<file path="src/hdl/ahb_mem_pkg.sv">
/*
  Shared definitions for the AHB-Lite memory subsystem.
  Holds bus widths, transfer and size codes, the address map and the
  timing constants. RTL modules pull it in by a wildcard import.
*/
package ahb_mem_pkg;

  //////////////////////////////////////////////////
  // Bus widths
  //////////////////////////////////////////////////
  localparam int HDATA_W = 32;
  localparam int HADDR_W = 32;
  localparam int HBYTES  = HDATA_W / 8;

  typedef logic [HDATA_W-1:0] data_t;
  typedef logic [HADDR_W-1:0] addr_t;
  typedef logic [HBYTES-1:0]  strb_t;

  // Transfer type codes
  typedef logic [1:0] htrans_t;
  localparam htrans_t HTRANS_IDLE   = 2'd0;
  localparam htrans_t HTRANS_BUSY   = 2'd1;
  localparam htrans_t HTRANS_NONSEQ = 2'd2;
  localparam htrans_t HTRANS_SEQ    = 2'd3;

  // Transfer size codes
  typedef logic [2:0] hsize_t;
  localparam hsize_t HSIZE_BYTE = 3'd0;
  localparam hsize_t HSIZE_HALF = 3'd1;
  localparam hsize_t HSIZE_WORD = 3'd2;

  //////////////////////////////////////////////////
  // Address map and timing
  //////////////////////////////////////////////////
  localparam addr_t SDRAM_BASE  = 32'h8000_0000;
  localparam addr_t EXT_BASE    = 32'h0000_0000;
  localparam int    MEM_AW      = 12;
  localparam int    MEM_WORDS   = 2 ** (MEM_AW - 2);
  localparam int    MEM_LATENCY = 3;
  localparam int    RST_HOLD    = 4;

  // Hold counter, wide enough for any RST_HOLD
  typedef logic [$clog2(RST_HOLD + 1)-1:0] rst_cnt_t;

  typedef enum logic [1:0] {REGION_NONE, REGION_SDRAM, REGION_EXT} region_t;
  typedef enum logic [1:0] {MEM_IDLE, MEM_WAIT, MEM_DONE} mem_state_t;

  // NONSEQ and SEQ are real transfers, IDLE and BUSY are not
  function automatic logic htrans_xfer(htrans_t t);
    case (t)
      HTRANS_NONSEQ, HTRANS_SEQ: return 1'b1;
      HTRANS_IDLE, HTRANS_BUSY:  return 1'b0;
      default:                   return 1'b0;
    endcase
  endfunction

endpackage

</file>
<file path="src/hdl/ahb_rst_ctrl.sv">
/*
  AHB reset conditioning.
  Board reset and the system reset request assert the AHB reset at once.
  Release comes RST_HOLD+1 clock edges after both sources are clear.
*/
module ahb_rst_ctrl
  import ahb_mem_pkg::*;
(
  input  logic clk_ahb,
  input  logic sysrst_n,
  input  logic rst_req_i,
  output logic rst_ahb_n_o
);

  logic       rst_src_n;
  rst_cnt_t   hold_cnt_q;
  logic       hold_done;
  logic [1:0] sync_q;

  // Either source pulls reset low asynchronously
  assign rst_src_n = sysrst_n & ~rst_req_i;

  // Hold expires RST_HOLD-1 edges after release
  assign hold_done = (hold_cnt_q == rst_cnt_t'(RST_HOLD - 1));

  always_ff @(posedge clk_ahb or negedge rst_src_n) begin
    if (!rst_src_n) begin
      hold_cnt_q <= '0;
      sync_q     <= '0;
    end else begin
      // Saturating hold counter
      if (!hold_done) begin
        hold_cnt_q <= hold_cnt_q + 1'b1;
      end
      // Two-flop stage for a clean synchronous release
      sync_q <= {sync_q[0], hold_done};
    end
  end

  assign rst_ahb_n_o = sync_q[1];

endmodule
</file>
<file path="config.mk">
export PLATFORM = sky130hd
export DESIGN_NAME = ahb_rst_ctrl
export DESIGN_NICKNAME = d
export VERILOG_FILES = /design/src/hdl/ahb_mem_pkg.sv /design/src/hdl/ahb_rst_ctrl.sv
export SDC_FILE = /design/constraint.sdc
export NUM_CORES = 1
export LEC_CHECK = 0
export BUFFER_PORTS_ARGS = -buffer_cell sky130_fd_sc_hd__buf_2
export CORE_AREA = 2 2 39 41
export DETAILED_ROUTE_END_ITERATION = 8
export DIE_AREA = 0 0 41 43
export PLACE_DENSITY = 0.43
export RECOVER_POWER = 25
export REMOVE_ABC_BUFFERS = 1
export SYNTH_ARGS = -nofsm -noshare
export SYNTH_HDL_FRONTEND = slang
export SYNTH_SLANG_ARGS = --single-unit
</file>
<file path="constraint.sdc">
create_clock -name clk_ahb -period 1.4 [get_ports clk_ahb]
set_clock_uncertainty 0.15 [all_clocks]
set_input_delay 0.07 -clock clk_ahb [delete_from_list [all_inputs] [get_ports clk_ahb]]
set_output_delay 0.07 -clock clk_ahb [all_outputs]
set_load 0.005 [all_outputs]
</file>
Word level (Yosys, flattened, before mapping). Cells that the tools add are included.

Output and inout port bits: 1. Input port bits: 3. Bits in registers: 5. Logic and storage cells: 6.

Add/sub/neg operators: 1. Eq/ne operators: 1. Bitwise gates (word level): 2.

Operator list (count): $add 3x1->3 const B (1); $eq 3x2->1 const B (1); $and 1x1->1 (1); $not 1->1 (1).

Depth between registers and ports, before layout.
Word-level depth: 2. Depth in mapped cells: 3. Mapped depth without buffers: 3.

Worst setup path before layout. OpenSTA, ideal clock, no wires.

Path type: register -> register. From: register hold_cnt_q[0]. To: register hold_cnt_q[1]. Setup time: 125 ps. Period minus slack after synthesis: 1383 ps. Cell stages (with the launch flop): 4. Data arrival time: 1108 ps. Setup slack: 17 ps. Path buffers: 0. Data required time: 1125 ps. Path through: dfrtp_1 > ha_1 > ha_1 > mux2_4.

Word-level cells in the longest chain between the ends: 1. Elaborated cells on any way between the ends: 2.

RTL lines: start: declaration (RTL line ahb_rst_ctrl.sv:16) `rst_cnt_t hold_cnt_q;`; start signal: assignment (RTL line ahb_rst_ctrl.sv:33) `hold_cnt_q <= hold_cnt_q + 1'b1;`; $add 3x1->3 / $eq 3x2->1 (equally long branches) (RTL line ahb_rst_ctrl.sv:33, ahb_rst_ctrl.sv:24).

Parallel ways exist; a longest one is shown, timed or not. A chain may end at the register's enable or synchronous reset.

Worst setup path after layout. Ends and elaborated chain as after synthesis.

==> impl_metrics.env <==
export IMPL_status="finished, final reports clean"
export IMPL_setup_repair_after_global_routing_missed_its_margin="false"
export IMPL_place_gp_congestion=0.499
export IMPL_worst_setup_slack_after_layout_ns=0.0486
export IMPL_seq_area_frac_synth_pct=60.6
export IMPL_timing_hold_ws_ns=0.202
export IMPL_wire_per_inst_um=10.0
export IMPL_globalRouteTotalUtil_pct=5.33
export IMPL_drive_gt1_share_pct=45.8
export IMPL_grt_first_pass_wirelength_um=517
export IMPL_crit_path_cell_trace="ha_1 -> ha_2 -> mux2_4"
export IMPL_worst_pin_slew_ns=0.429
export IMPL_hold_viol=0
export IMPL_final_period_utilization_pct=96.5
export IMPL_tritoncts="done"
export IMPL_cts_max_path_buffers=2
export IMPL_effective_utilization_at_floorplan_pct=14.9
export IMPL_insertedDiodeCount=0
export IMPL_post_dp_hpwl_um=244
export IMPL_area_of_the_multi_input_gates_um2=87.6
export IMPL_h_tree_depth=1
export IMPL_synth_area_leader_cell="sky130_fd_sc_hd__dfrtp_1"
export IMPL_synthCells=13
export IMPL_die_height_um=43
export IMPL_cp_buffers_inverters=0
export IMPL_synth_compound_area_share_pct=0
export IMPL_area_growth_syn_to_layout_pct=51.5
export IMPL_peakVddDrop_v=0.000188
export IMPL_cts_buffer_count=3
export IMPL_clk_transition_reported_paths_ns=0.05
export IMPL_min_path_type="flop to flop"
export IMPL_design_die_area_um2=1760
export IMPL_synth_top_cells_by_area="sky130_fd_sc_hd__dfrtp_1 61%, sky130_fd_sc_hd__ha_1 18%, sky130_fd_sc_hd__mux2_4 7.3%"
export IMPL_synth_top_family_by_area="adder cells"
export IMPL_route_detailed_drc=0
export IMPL_setup_worst_path_class="flop to flop"
export IMPL_drt_antenna_violating_nets=0
export IMPL_fillers=146
export IMPL_cts_root_buffer="sky130_fd_sc_hd__clkbuf_4"
export IMPL_endpoint_kind="flop"
export IMPL_dp_slack_ns=0.0171
export IMPL_globalRoute_totalOverflow=0
export IMPL_wl_um=401
export IMPL_grt_antenna_before_repair=0
export IMPL_route_vias_total=133
export IMPL_nets_finish=31
export IMPL_cp_data_required_time_ns=1.37
export IMPL_maxClockFrequency_mhz=740
export IMPL_p_leak_nw=0.147
export IMPL_r2r_start="hold_cnt_q[0]"
export IMPL_critPathMaxStageDelay_ns=0.38
export IMPL_synthDominantCellAreaShare_pct=60.6
export IMPL_detail_route_iter0_violations=2
export IMPL_grt_max_degree=6
export IMPL_first_global_vias=140
export IMPL_maxCapViolations=0
export IMPL_post_synth_num_cell_types=7
export IMPL_viasPerCell=3.33
export IMPL_synth_mux_area_share_pct=12.1
export IMPL_cts_num_sinks=5
export IMPL_placementRows=14
export IMPL_floorplan_io_pins=4
export IMPL_slew_violations=0
export IMPL_synth_ff_latch_count=5
export IMPL_synth_simple_gate_area_share_pct=3.03
export IMPL_placement_io_buffers=3
export IMPL_holdCritStartpoint="sync_q[0]"
export IMPL_die_x_um=41
export IMPL_finalPower_mw=0.324
export IMPL_seq_area_um2=125
export IMPL_totalNegativeSetupSlack_ns=0
export IMPL_clkLatencyLatePin_ns=0.24
export IMPL_standard_cell_with_the_maximum_stage_delay_on_the_critical_path="sky130_fd_sc_hd__dfrtp_1"
export IMPL_crit_path_start="hold_cnt_q[0]"
export IMPL_design_core_area_um2=1380
export IMPL_ff2ff_setup_slack_ns=0.05
export IMPL_finalWorstPathRequiredPeriod_ns=1.35
export IMPL_detail_route_first_pass_iterations=2
export IMPL_crit_path_start_kind="flop"
export IMPL_power_density_nw_per_um2=1040
export IMPL_synth_warning_count=0
export IMPL_synth_adder_area_share_pct=18.2
export IMPL_cell_class_contributing_the_biggest_share_of_worst_path_delay="adder cells"
export IMPL_synth_xor_xnor_area_share_pct=4.24
export IMPL_post_synth_cell_area_avg_um2=15.9
export IMPL_post_synth_instance_area_um2=206
export IMPL_timing_critical_path_fanout_max=2
export IMPL_setup_violations_final=0
export IMPL_slew_headroom_pct=71.4
export IMPL_worst_endpoint_arrival_ns=1.33
==> synthesized netlist by cell type (all sizes together) <==
cell type / n
mux2i: 1
mux2: 1
dfrtp: 5
xnor2: 1
inv: 1
ha: 3
nor2b: 1
==> worst reg2reg max path, stage by stage (launching register included) <==
cell and delay [ns]:
sky130_fd_sc_hd__dfrtp_1 0.38, sky130_fd_sc_hd__ha_1 0.22, sky130_fd_sc_hd__ha_2 0.19, sky130_fd_sc_hd__mux2_4 0.29
==> flip-flops by register name (all words and copies together), names as in the netlist <==
register    flops
hold_cnt_q      3
sync_q          2
==> layout make-up <==
| cell class | instances | area share, % |
|---|---|---|
| clock buffers | 4 | 8.40 |
| flip-flops and latches | 5 | 40.0 |
| well taps | 16 | 6.40 |
| multi-input cells | 7 | 28.0 |
| repair buffers | 7 | 16.0 |
| inverters | 1 | 1.20 |
==> stage by stage <==
stage                     cells  area [µm²]  utilization, %
after floorplan              13         206               -
after global placement       33         249            18.0
after detailed placement     33         249            18.0
after CTS                    39         295            21.3
after global routing         40         313            22.6
final                        40         313            22.6
==> cells by family after synthesis <==
| family | Yosys count |
|---|---|
| xor+xnor | 1 |
| buf+inv | 1 |
| mux | 2 |
| flops | 5 |
| simple gates | 1 |
| fa+ha+maj | 3 |
==> final timing paths <==
path,to,depth (start not counted)
max reg2reg,hold_cnt_q[1],3
min reg2reg,sync_q[1],0
max,hold_cnt_q[1],3
max in group asynchronous,sync_q[0],3
min in group asynchronous,hold_cnt_q[1],3
min,sync_q[1],0
==> repair_timing <==
action	in CTS	in global routing
hold buffers	2	0
gates resized for setup	0	2
setup endpoints to repair	0	3
hold endpoints to repair	5	0
buffers inserted	0	1
==> power by group <==
group	total, mW	switching (mW)	internal (mW)
Combinational	0.0102	0.00391	0.00627
Clock	0.169	0.0613	0.108
Sequential	0.145	0	0.145
Total	0.324	0.0652	0.259
==> cell usage in the layout, fill, tap and decap left out <==
cell	instances
sky130_fd_sc_hd__dfrtp_1	5
sky130_fd_sc_hd__clkbuf_4	3
sky130_fd_sc_hd__buf_2	3
sky130_fd_sc_hd__ha_1	2
sky130_fd_sc_hd__dlygate4sd3_1	2
sky130_fd_sc_hd__buf_4	2
sky130_fd_sc_hd__inv_1	1
sky130_fd_sc_hd__nor2b_1	1
sky130_fd_sc_hd__mux2_4	1
sky130_fd_sc_hd__xnor2_2	1
sky130_fd_sc_hd__mux2i_1	1
sky130_fd_sc_hd__ha_2	1
sky130_fd_sc_hd__clkbuf_1	1
==> per-layer routing <==
metal  up-vias  track usage [%]  part of all wire [%]
met5         -                0                     0
met4         0             6.00                     0
met3         0             4.71                   5.0
met2         4             7.19                    55
met1        66             3.88                    40
li1         63                -                     -
No activity file was read; power rests on OpenSTA's default activity.
