<file path="config.mk">
export PLATFORM = sky130hd
export DESIGN_NAME = ahb_decoder
export DESIGN_NICKNAME = d
export VERILOG_FILES = /design/src/hdl/ahb_mem_pkg.sv /design/src/hdl/ahb_decoder.sv
export SDC_FILE = /design/constraint.sdc
export NUM_CORES = 1
export LEC_CHECK = 0
export ABC_CLOCK_PERIOD_IN_PS = 3500
export BUFFER_PORTS_ARGS = -buffer_cell sky130_fd_sc_hd__buf_2
export CAP_MARGIN = 20
export CORE_AREA = 4 4 56 58
export DETAILED_ROUTE_END_ITERATION = 10
export DIE_AREA = 0 0 60 62
export PLACE_DENSITY = 0.83
export SLEW_MARGIN = 0
export SYNTH_ARGS = -nofsm -noshare
export SYNTH_HDL_FRONTEND = slang
export SYNTH_SLANG_ARGS = --single-unit
</file>
<file path="constraint.sdc">
create_clock -name clk_ahb -period 3.5 [get_ports clk_ahb]
set_input_delay 0.35 -clock clk_ahb [delete_from_list [all_inputs] [get_ports clk_ahb]]
set_output_delay 0.35 -clock clk_ahb [all_outputs]
set_load 0.02 [all_outputs]
</file>
<file path="src/hdl/ahb_mem_pkg.sv">
/*
  Shared definitions for the AHB-Lite memory subsystem.
  Holds bus widths, transfer and size codes, the address map and the
  timing constants. RTL modules pull it in by a wildcard import.
*/
package ahb_mem_pkg;

  //////////////////////////////////////////////////
  // Bus widths
  //////////////////////////////////////////////////
  localparam int HDATA_W = 32;
  localparam int HADDR_W = 32;
  localparam int HBYTES  = HDATA_W / 8;

  typedef logic [HDATA_W-1:0] data_t;
  typedef logic [HADDR_W-1:0] addr_t;
  typedef logic [HBYTES-1:0]  strb_t;

  // Transfer type codes
  typedef logic [1:0] htrans_t;
  localparam htrans_t HTRANS_IDLE   = 2'd0;
  localparam htrans_t HTRANS_BUSY   = 2'd1;
  localparam htrans_t HTRANS_NONSEQ = 2'd2;
  localparam htrans_t HTRANS_SEQ    = 2'd3;

  // Transfer size codes
  typedef logic [2:0] hsize_t;
  localparam hsize_t HSIZE_BYTE = 3'd0;
  localparam hsize_t HSIZE_HALF = 3'd1;
  localparam hsize_t HSIZE_WORD = 3'd2;

  //////////////////////////////////////////////////
  // Address map and timing
  //////////////////////////////////////////////////
  localparam addr_t SDRAM_BASE  = 32'h8000_0000;
  localparam addr_t EXT_BASE    = 32'h0000_0000;
  localparam int    MEM_AW      = 12;
  localparam int    MEM_WORDS   = 2 ** (MEM_AW - 2);
  localparam int    MEM_LATENCY = 3;
  localparam int    RST_HOLD    = 4;

  // Hold counter, wide enough for any RST_HOLD
  typedef logic [$clog2(RST_HOLD + 1)-1:0] rst_cnt_t;

  typedef enum logic [1:0] {REGION_NONE, REGION_SDRAM, REGION_EXT} region_t;
  typedef enum logic [1:0] {MEM_IDLE, MEM_WAIT, MEM_DONE} mem_state_t;

  // NONSEQ and SEQ are real transfers, IDLE and BUSY are not
  function automatic logic htrans_xfer(htrans_t t);
    case (t)
      HTRANS_NONSEQ, HTRANS_SEQ: return 1'b1;
      HTRANS_IDLE, HTRANS_BUSY:  return 1'b0;
      default:                   return 1'b0;
    endcase
  endfunction

endpackage

</file>
<file path="src/hdl/ahb_decoder.sv">
/*
  AHB-Lite address decoder and response mux.
  Selects the SDRAM or external region in the address phase, tracks the
  region of the data phase and returns its ready and read data. Unmapped
  addresses get the two-cycle ERROR response from a built-in slave.
*/
module ahb_decoder
  import ahb_mem_pkg::*;
(
  input  logic    clk_ahb,
  input  logic    rst_ahb_n_i,
  input  addr_t   haddr_i,
  input  htrans_t htrans_i,
  output logic    sel_sdram_o,
  output logic    sel_ext_o,
  input  logic    sdram_hreadyout_i,
  input  data_t   sdram_hrdata_i,
  input  logic    ext_hreadyout_i,
  input  data_t   ext_hrdata_i,
  output logic    hready_o,
  output logic    hresp_o,
  output data_t   hrdata_o
);

  region_t addr_region;
  region_t dp_region_q;
  logic    addr_xfer;
  logic    err_first_q;
  logic    err_second_q;

  //////////////////////////////////////////////////
  // Address phase
  //////////////////////////////////////////////////

  // Region match on bits above the 4 KB window
  always_comb begin
    if (haddr_i[HADDR_W-1:MEM_AW] == SDRAM_BASE[HADDR_W-1:MEM_AW]) begin
      addr_region = REGION_SDRAM;
    end else if (haddr_i[HADDR_W-1:MEM_AW] == EXT_BASE[HADDR_W-1:MEM_AW]) begin
      addr_region = REGION_EXT;
    end else begin
      addr_region = REGION_NONE;
    end
  end

  assign addr_xfer   = htrans_xfer(htrans_i);
  assign sel_sdram_o = (addr_region == REGION_SDRAM);
  assign sel_ext_o   = (addr_region == REGION_EXT);

  //////////////////////////////////////////////////
  // Data phase tracking
  //////////////////////////////////////////////////
  always_ff @(posedge clk_ahb or negedge rst_ahb_n_i) begin
    if (!rst_ahb_n_i) begin
      dp_region_q  <= REGION_NONE;
      err_first_q  <= 1'b0;
      err_second_q <= 1'b0;
    end else begin
      // Second ERROR cycle always follows the first
      err_second_q <= err_first_q;
      if (hready_o) begin
        // Idle data phase parks on REGION_NONE with no error
        dp_region_q <= addr_xfer ? addr_region : REGION_NONE;
        err_first_q <= addr_xfer && (addr_region == REGION_NONE);
      end else begin
        err_first_q <= 1'b0;
      end
    end
  end

  // Response mux by data-phase region
  always_comb begin
    case (dp_region_q)
      REGION_SDRAM: begin
        hready_o = sdram_hreadyout_i;
        hrdata_o = sdram_hrdata_i;
      end
      REGION_EXT: begin
        hready_o = ext_hreadyout_i;
        hrdata_o = ext_hrdata_i;
      end
      default: begin
        // Default slave, low only on first ERROR cycle
        hready_o = ~err_first_q;
        hrdata_o = '0;
      end
    endcase
  end

  assign hresp_o = err_first_q | err_second_q;

endmodule

</file>
# After elaboration in Yosys (flattened, before gate mapping)

Cells that the tools add are included.

Shift operators: 0
Magnitude comparators: 0
Reduce and logical (&&, ||, !) cells: 6
Divide/modulo/power cells: 0
Bitwise gates (word level): 2
Add/subtract/negate cells: 0
Equal/unequal tests: 8
Mux-type cells: 7
Multipliers: 0

Operators by type and width:

| kind                                                             | count |
|---|---|
| 32-bit case mux with 2 select lines                              | 1 |
| 20-bit == test (second input constant)                           | 1 |
| 20-bit zero test                                                 | 1 |
| 2-bit == test (second input constant)                            | 4 |
| 2-bit by 1-bit == test with 1-bit output (second input constant) | 3 |
| 2-bit two-way mux                                                | 3 |
| 2-bit zero test                                                  | 2 |
| 1-bit case mux with 2 select lines                               | 2 |
| 2-bit OR reduction                                               | 2 |
| 1-bit logical AND                                                | 1 |
| 1-bit two-way mux                                                | 1 |
| 1-bit inverter                                                   | 1 |
| 1-bit OR                                                         | 1 |

ROM bits: 0
Memories: 0
Register bits: 4
RAM bits: 0
Bits in latches: 0

# Depth between registers and ports, before layout

Gate-level depths: netlist of the first run.

Depth in word-level cells: 6
Depth in mapped cells: 7
Gate-level depth less buffers: 6

# Worst setup path before layout of the first run

No wires, ideal clock.

Path type: input port to output port
Start: input haddr_i[22]
End: output sel_ext_o
Path buffers: 0
Setup slack: 1.684 ns
Arrival time: 1.466 ns
Required time: 3.150 ns
Stages: 4
Path through: nor4_1 > nand4_1 > or4_4 > nor2_1

Word-level cells in the longest chain between the ends: 4
Elaborated cells between the ends (all ways): 5

RTL lines:

| element               | line              | RTL |
|---|---|---|
| start, declared       | ahb_decoder.sv:12 | `input addr_t haddr_i,` |
| 20-bit zero test      | ahb_decoder.sv:39 | `end else if (haddr_i[HADDR_W-1:MEM_AW] == EXT_BASE[HADDR_W-1:MEM_AW]) begin` |
| 2-bit two-way mux     | ahb_decoder.sv:39 |  |
| 2-bit two-way mux (*) | ahb_decoder.sv:37 | `if (haddr_i[HADDR_W-1:MEM_AW] == SDRAM_BASE[HADDR_W-1:MEM_AW]) begin` |
| 2-bit == test (*)     | ahb_decoder.sv:48 | `assign sel_ext_o = (addr_region == REGION_EXT);` |
| end, declared         | ahb_decoder.sv:15 | `output logic sel_ext_o,` |

Every way passes the cells marked *; elsewhere a longest branch is shown, timed or not.

# Worst setup path after layout of the first run

Start: register dp_region_q[0]
End: output hready_o

Word-level cells in the longest chain between the ends: 2
Elaborated cells between the ends (all ways): 3

RTL lines:

| element                                                                   | line              | RTL |
|---|---|---|
| start, declared                                                           | ahb_decoder.sv:26 | `region_t dp_region_q;` |
| start signal, assigned                                                    | ahb_decoder.sv:63 | `dp_region_q <= addr_xfer ? addr_region : REGION_NONE;` |
| 2-bit == test or 2-bit by 1-bit == test with 1-bit output (tied branches) | ahb_decoder.sv:73 | `case (dp_region_q)` |
| 1-bit case mux with 2 select lines (*)                                    | ahb_decoder.sv:73 |  |
| end, declared                                                             | ahb_decoder.sv:20 | `output logic hready_o,` |

Marks and branches as above.

==> results of run 1 <==
[cells in the final DEF, fill, tap and decap left out]
cell type      Yosys  layout
o21ai_1            1       1
a22oi_1           32      32
nor4_2             1       1
inv_2              1       1
clkbuf_4           0       3
nand2_1            3       3
buf_2              0     124
and3_1             1       1
dfrtp_1            4       4
o41ai_2            2       2
dlygate4sd3_1      0       1
or4_4              1       1
nand4_1            1       1
ha_1               2       2
nor4_1             3       3
a22o_1             1       1
buf_4              0       3
inv_1              4       4
or2_2              1       1
nor2_1            34      34
[synth_stat cells]
cell type	instances	area, um^2
or4_4	1	11.3
o41ai_2	2	32.5
and3_1	1	6.26
nor4_2	1	12.5
ha_1	2	25.0
nor4_1	3	18.8
inv_2	1	3.75
inv_1	4	15.0
nand4_1	1	6.26
nand2_1	3	11.3
a22oi_1	32	240
dfrtp_1	4	100
a22o_1	1	8.76
clkbuf_1	12	45.0
o21ai_1	1	5.00
or2_2	1	6.26
nor2_1	34	128
[worst max-delay path: stages, from the launching register on]
cell,delay [ns]
dfrtp_1,0.37
inv_1,0.06
ha_1,0.45
o21ai_1,0.43
inv_2,0.06
buf_2,0.17
[area by class of cell]
cell class	count	area [um^2]	area share [%]
timing repair buffer	128	653	48.6
multi-input combinational	83	512	38.0
sequential	4	100	7.44
clock buffer	3	22.5	1.67
inverter	5	18.8	1.40
tap	31	38.8	2.88
[worst max path at each step]
| stage | end | slack, ns |
|---|---|---|
| global route | hready_o | 1.22 |
| finish | hready_o | 1.39 |
| floorplan | sel_ext_o | 1.68 |
| CTS | hready_o | 1.35 |
| detailed placement | sel_sdram_o | 1.55 |
| global placement | sel_sdram_o | 1.54 |
[routing by layer]
layer	GRT usage (%)	wire, um
met4	4.75	12
met2	28.1	1600
met1	16.9	1090
met3	2.27	287
met5	0	0
[cells by family after synthesis]
group	count (synthesis)	share of synthesized area, %
adder cells (fa/ha/maj)	2	3.70
flip-flops	4	14.8
buffers and inverters	17	9.44
AO/OA/AOI/OAI	36	42.4
AND/OR/NAND/NOR	45	29.6
[sequential cells by signal (all words and copies together) (netlist names)]
name,cells
dp_region_q,2
err_first_q,1
err_second_q,1
[per-stage QoR]
step | hold WS (ns) | utilization, %
after floorplan | 0.0544 | -
after global placement | 0.154 | 49.3
after detailed placement | 0.158 | 49.3
after CTS | 0.331 | 50.5
after global routing | 0.325 | 50.5
final | 0.338 | 50.5
[power groups by stage]
stage	sequential (uW)	combinational [uW]	clock, uW
2_1_floorplan	49.1	7.98	0
3_3_place_gp	49.3	57.1	0
3_5_place_dp	49.4	59.0	0
4_1_cts	48.9	60.0	58.1
5_1_grt	49.0	66.2	64.2
6_report	48.8	59.6	54.4
==> metrics.cfg, run 1 <==
[placement]
hpwl_um = 2490
gp_congestion = 0.721
place_inst = 250
dp_slack_ns = 1.55
placed_area_um2 = 1310
port_buffers = 124

[clock_network]
cts_setup_buffers = 0
cts_tree = built
cts_buffers = 3
clockBufferDepth = 2
clock-sinks = 4
root_buffer = clkbuf_4
cts-htree-levels = 1
clock_latency_ns = 0.23
clk_pin_slew_worst_paths_ns = 0.04
holdBufCountCts = 1
post_cts_resized = 0

[power]
p_switching_uw = 38.3
power_uw = 163
seqPwrFrac_pct = 30.0
leakage_uw = 0.000720
clkPwrFrac_pct = 33.4
max-vdd-ir-drop_v = 0.000181
swShare_pct = 23.6
internal-power_uw = 124
pwr-share-comb_pct = 36.6
power_density_nw_per_um2 = 121

[cells_and_area]
fin_nets = 329
fillerInstances = 275
final_area_um2 = 1350
diodes = 0
drive_above_1_share_pct = 61.0
fin_cells = 254
areaGrowthSynthToFinish_pct = 99.1

[timing]
finalSetupTns_ns = 0
min_period_over_period_pct = 60.3
worstMarginPinSlew_ns = 0.423
fmax_mhz = 474
slew_violations = 0
relSlewSlack_pct = 71.6
setup_violations = 0
setup_ws_ns = 1.39
period_minus_slack_ns = 2.11
finalHoldViolCount = 0
grt_setup_unrepaired = false
clock-skew-final_ns = 0.00173

[synthesis]
syn-num-nets = 208
synthCells = 104
seq_area_frac_synth_pct = 14.8
syn_avg_cell_area_um2 = 6.50
ys_ff_latch = 4
netlist_area_um2 = 676
yosysWarnings = 0
yosysUniqueCellTypes = 17

[hold_path]
hold_path_class = in2reg
min_path_cells = 2
hp-start = haddr_i[31]
whs_endpoint = dp_region_q[1]

[floorplan]
start_util_pct = 25.4
dieArea_um2 = 3720
ios = 138
fp.dieW_um = 60
die_h_um = 62
core_region_area_um2 = 2660
num_rows = 19

[drt]
drc = 0
wire_per_inst_um = 11.8
drtIter0Drc = 20
first_pass_iters = 5
vias_per_cell = 4.80
vias = 1218
wl_um = 2990
ant_nets = 0

[global_routing]
track_usage_pct = 14.8
grt_pass1_wl_um = 4350
grt.overflow.total = 0
grt_max_degree = 33
first_global_vias = 1168
antenna_found_initial = 0

[flow_run]
maxCapViolCount = 0

[critical_path]
r2r-start = dp_region_q[0]
regToRegSetupSlack_ns = 1.85
r2r_end = err_first_q
startpoint = dp_region_q[0]
cp.required_ns = 3.15
end_kind = primary output
arrival_ns = 1.76
critPathMaxFanout = 13
cp-start-kind = flop
worstSetupPathType = reg2out
rr_worst_depth = 5

[outcome]
status = finished clean

No activity file was read; power rests on OpenSTA's default activity.
==> run 2: changes to the inputs <==
- ABC_CLOCK_PERIOD_IN_PS: 3500 -> 2200
- CORE_AREA: 4 4 56 58 -> 4 4 59 61
- DIE_AREA: 0 0 60 62 -> 0 0 63 65
- PLACE_DENSITY: 0.83 -> 0.76
- clock period: 3.5 -> 2.2 ns (I/O delays scaled with it)
==> run 2 against run 1 <==
Effect of this change: sequential power up 59%; setup slack worse by 0.93 ns; global-route usage up 0.065 points; die area up 10%; total power up 63%; count of clock-buffer cells in the layout unchanged; clock skew down 0.0017 ns; first-iteration DRC count up 55%; sequential share of layout area down 0.18 points; critical path type is now in2out; largest power group unchanged.
==> metrics.cfg, run 2 (synthesis gave the netlist of run 1 again) <==
[power]
power_uw = 265  ; was 163 uW
leakage_uw = 0.000740  ; was 0.000720 uW
clkPwrFrac_pct = 33.6  ; was 33.4%
max-vdd-ir-drop_v = 0.0000859  ; was 0.000181 V
power_density_nw_per_um2 = 192  ; was 121 nW/um^2
seqPwrFrac_pct = 29.4  ; was 30.0%
pwr-share-comb_pct = 37.1  ; was 36.6%
swShare_pct = 24.6  ; was 23.6%
p_switching_uw = 65.0  ; was 38.3 uW
internal-power_uw = 200  ; was 124 uW

[timing]
fmax_mhz = 575
clock-skew-final_ns = 0.0000739  ; was 0.00173 ns
worstMarginPinSlew_ns = 0.276  ; was 0.423 ns
setup_ws_ns = 0.459  ; was 1.39 ns
grt_setup_unrepaired = false  ; unchanged
setup_violations = 0  ; unchanged
min_period_over_period_pct = 79.1
relSlewSlack_pct = 81.4  ; was 71.6%
finalHoldViolCount = 0  ; unchanged
period_minus_slack_ns = 1.74
finalSetupTns_ns = 0  ; unchanged
slew_violations = 0  ; unchanged

[critical_path]
cp.required_ns = 1.98  ; was 3.15 ns
critPathMaxStageDelay_ns = 0.47  ; was 0.45 ns
crit_family = simple AND/OR/NAND/NOR gates  ; was adder cells
crit_chain = buf_2 > nor4_1 > nand4_1 > or4_4 > nor2_1 > buf_2  ; was inv_1 > ha_1 > o21ai_1 > inv_2 > buf_2
arrival_ns = 1.52  ; was 1.76 ns
crit_top_cell = buf_2
worstSetupPathType = in2out  ; was reg2out
critPathBufInv = 2  ; was 3
end_kind = primary output  ; unchanged
critPathMaxFanout = 5  ; was 13
crit_path_top_delay_cell = or4_4  ; was ha_1
cp-start-kind = input port  ; was flop

[drt]
drc = 0  ; unchanged
ant_nets = 0  ; unchanged
vias_per_cell = 4.87  ; was 4.80
first_pass_iters = 4  ; was 5
wire_per_inst_um = 12.3  ; was 11.8 um
wl_um = 3190  ; was 2990 um
drtIter0Drc = 31  ; was 20
vias = 1265  ; was 1,218

[cells_and_area]
top_register = dp_region_q  ; unchanged
layout_common_cells = buf_2, nor2_1, a22oi_1  ; unchanged
diodes = 0  ; unchanged
areaGrowthSynthToFinish_pct = 104  ; was 99.1%
fillerInstances = 310  ; was 275
final_common_cell = buf_2  ; unchanged
reg_top3 = dp_region_q: 2 flops, err_first_q: 1 flops, err_second_q: 1 flops  ; unchanged
final_area_um2 = 1380  ; was 1350 um^2
drive_above_1_share_pct = 61.7  ; was 61.0%
fin_nets = 333  ; was 329
largest_register_ffs = 2  ; unchanged

[clock_network]
cts_buffers = 3  ; unchanged
clock_latency_ns = 0.23  ; about the same
clockBufferDepth = 2  ; unchanged
clk_pin_slew_worst_paths_ns = 0.03  ; was 0.04 ns
cts_setup_buffers = 0  ; unchanged
cts_tree = built  ; unchanged
post_cts_resized = 0  ; unchanged
cts-htree-levels = 1  ; unchanged
holdBufCountCts = 1  ; unchanged
root_buffer = clkbuf_4  ; unchanged
clock-sinks = 4  ; unchanged

[placement]
port_buffers = 124  ; unchanged
gp_congestion = 0.803  ; was 0.721
hpwl_um = 2680  ; was 2490 um
dp_slack_ns = 0.483  ; was 1.55 ns
placed_area_um2 = 1350  ; was 1310 um^2

[global_routing]
grt.overflow.total = 0  ; unchanged
antenna_found_initial = 0  ; unchanged
first_global_vias = 1148  ; was 1,168
grt_max_degree = 21  ; was 33
grt_pass1_wl_um = 5020  ; was 4350 um
track_usage_pct = 14.9  ; was 14.8%

[floorplan]
core_region_area_um2 = 2980  ; was 2660 um^2
dieArea_um2 = 4100  ; was 3720 um^2
start_util_pct = 22.7  ; was 25.4%
num_rows = 20  ; was 19
ios = 138  ; unchanged
die_h_um = 65  ; was 62 um
fp.dieW_um = 63  ; was 60 um

[outcome]
status = finished clean  ; unchanged

[flow_run]
maxCapViolCount = 0  ; unchanged

[hold_path]
hold_path_class = in2reg  ; unchanged

-- run 2: changes by cell type in the layout (fill, tap and decap cells not counted) --
cell,previous run,this run
buf_4,3,7
-- run 2: worst reg2reg max path, stage by stage, from the launching register on --
cell	delay [ns]
dfrtp_1	0.36
inv_1	0.05
ha_1	0.33
nand2_1	0.07
o21ai_1	0.08
buf_4	0.16
o41ai_2	0.26
-- run 2: final timing paths --
path | start | end | slack (ns) | cells after the start
min reg2reg | err_first_q | err_second_q | 0.41 | 0
max reg2reg | dp_region_q[0] | dp_region_q[0] | 0.77 | 6
min | haddr_i[31] | dp_region_q[1] | 0.20 | 2
min in group asynchronous | rst_ahb_n_i | dp_region_q[0] | 0.32 | 2
max in group asynchronous | rst_ahb_n_i | err_first_q | 1.76 | 2
max | haddr_i[18] | sel_sdram_o | 0.46 | 6
-- run 2: stage by stage --
stage               hold WS (ns)  cells  util, %
floorplan                -0.0756    104        -
global placement          0.0280    256     45.2
detailed placement        0.0285    256     45.2
CTS                        0.199    260     46.3
global route               0.209    260     46.3
finish                     0.204    260     46.3
-- run 2: layer usage --
layer,share of wire [%],up-vias,GRT usage [%]
li1,-,629,-
met1,39,576,16.2
met2,52,55,28.3
met3,7.6,5,2.95
met4,1.3,0,5.23
met5,0,-,0
-- run 2: area by class of cell --
type | instances | area [um^2] | share of cell area, %
clock buffers | 3 | 22.5 | 1.63
well taps | 33 | 41.3 | 3.00
multi-input cells | 83 | 512 | 37.1
repair buffers | 132 | 683 | 49.6
inverters | 5 | 18.8 | 1.36
flip-flops and latches | 4 | 100 | 7.27
-- run 2: power groups by stage --
stage	registers (uW)	clock network [uW]	logic, uW
6_report	77.7	88.9	98.1
5_1_grt	77.9	96.3	109
4_1_cts	77.7	93.3	98.6
3_5_place_dp	78.6	0	96.8
3_3_place_gp	78.5	0	94.8
2_1_floorplan	78.1	0	12.7
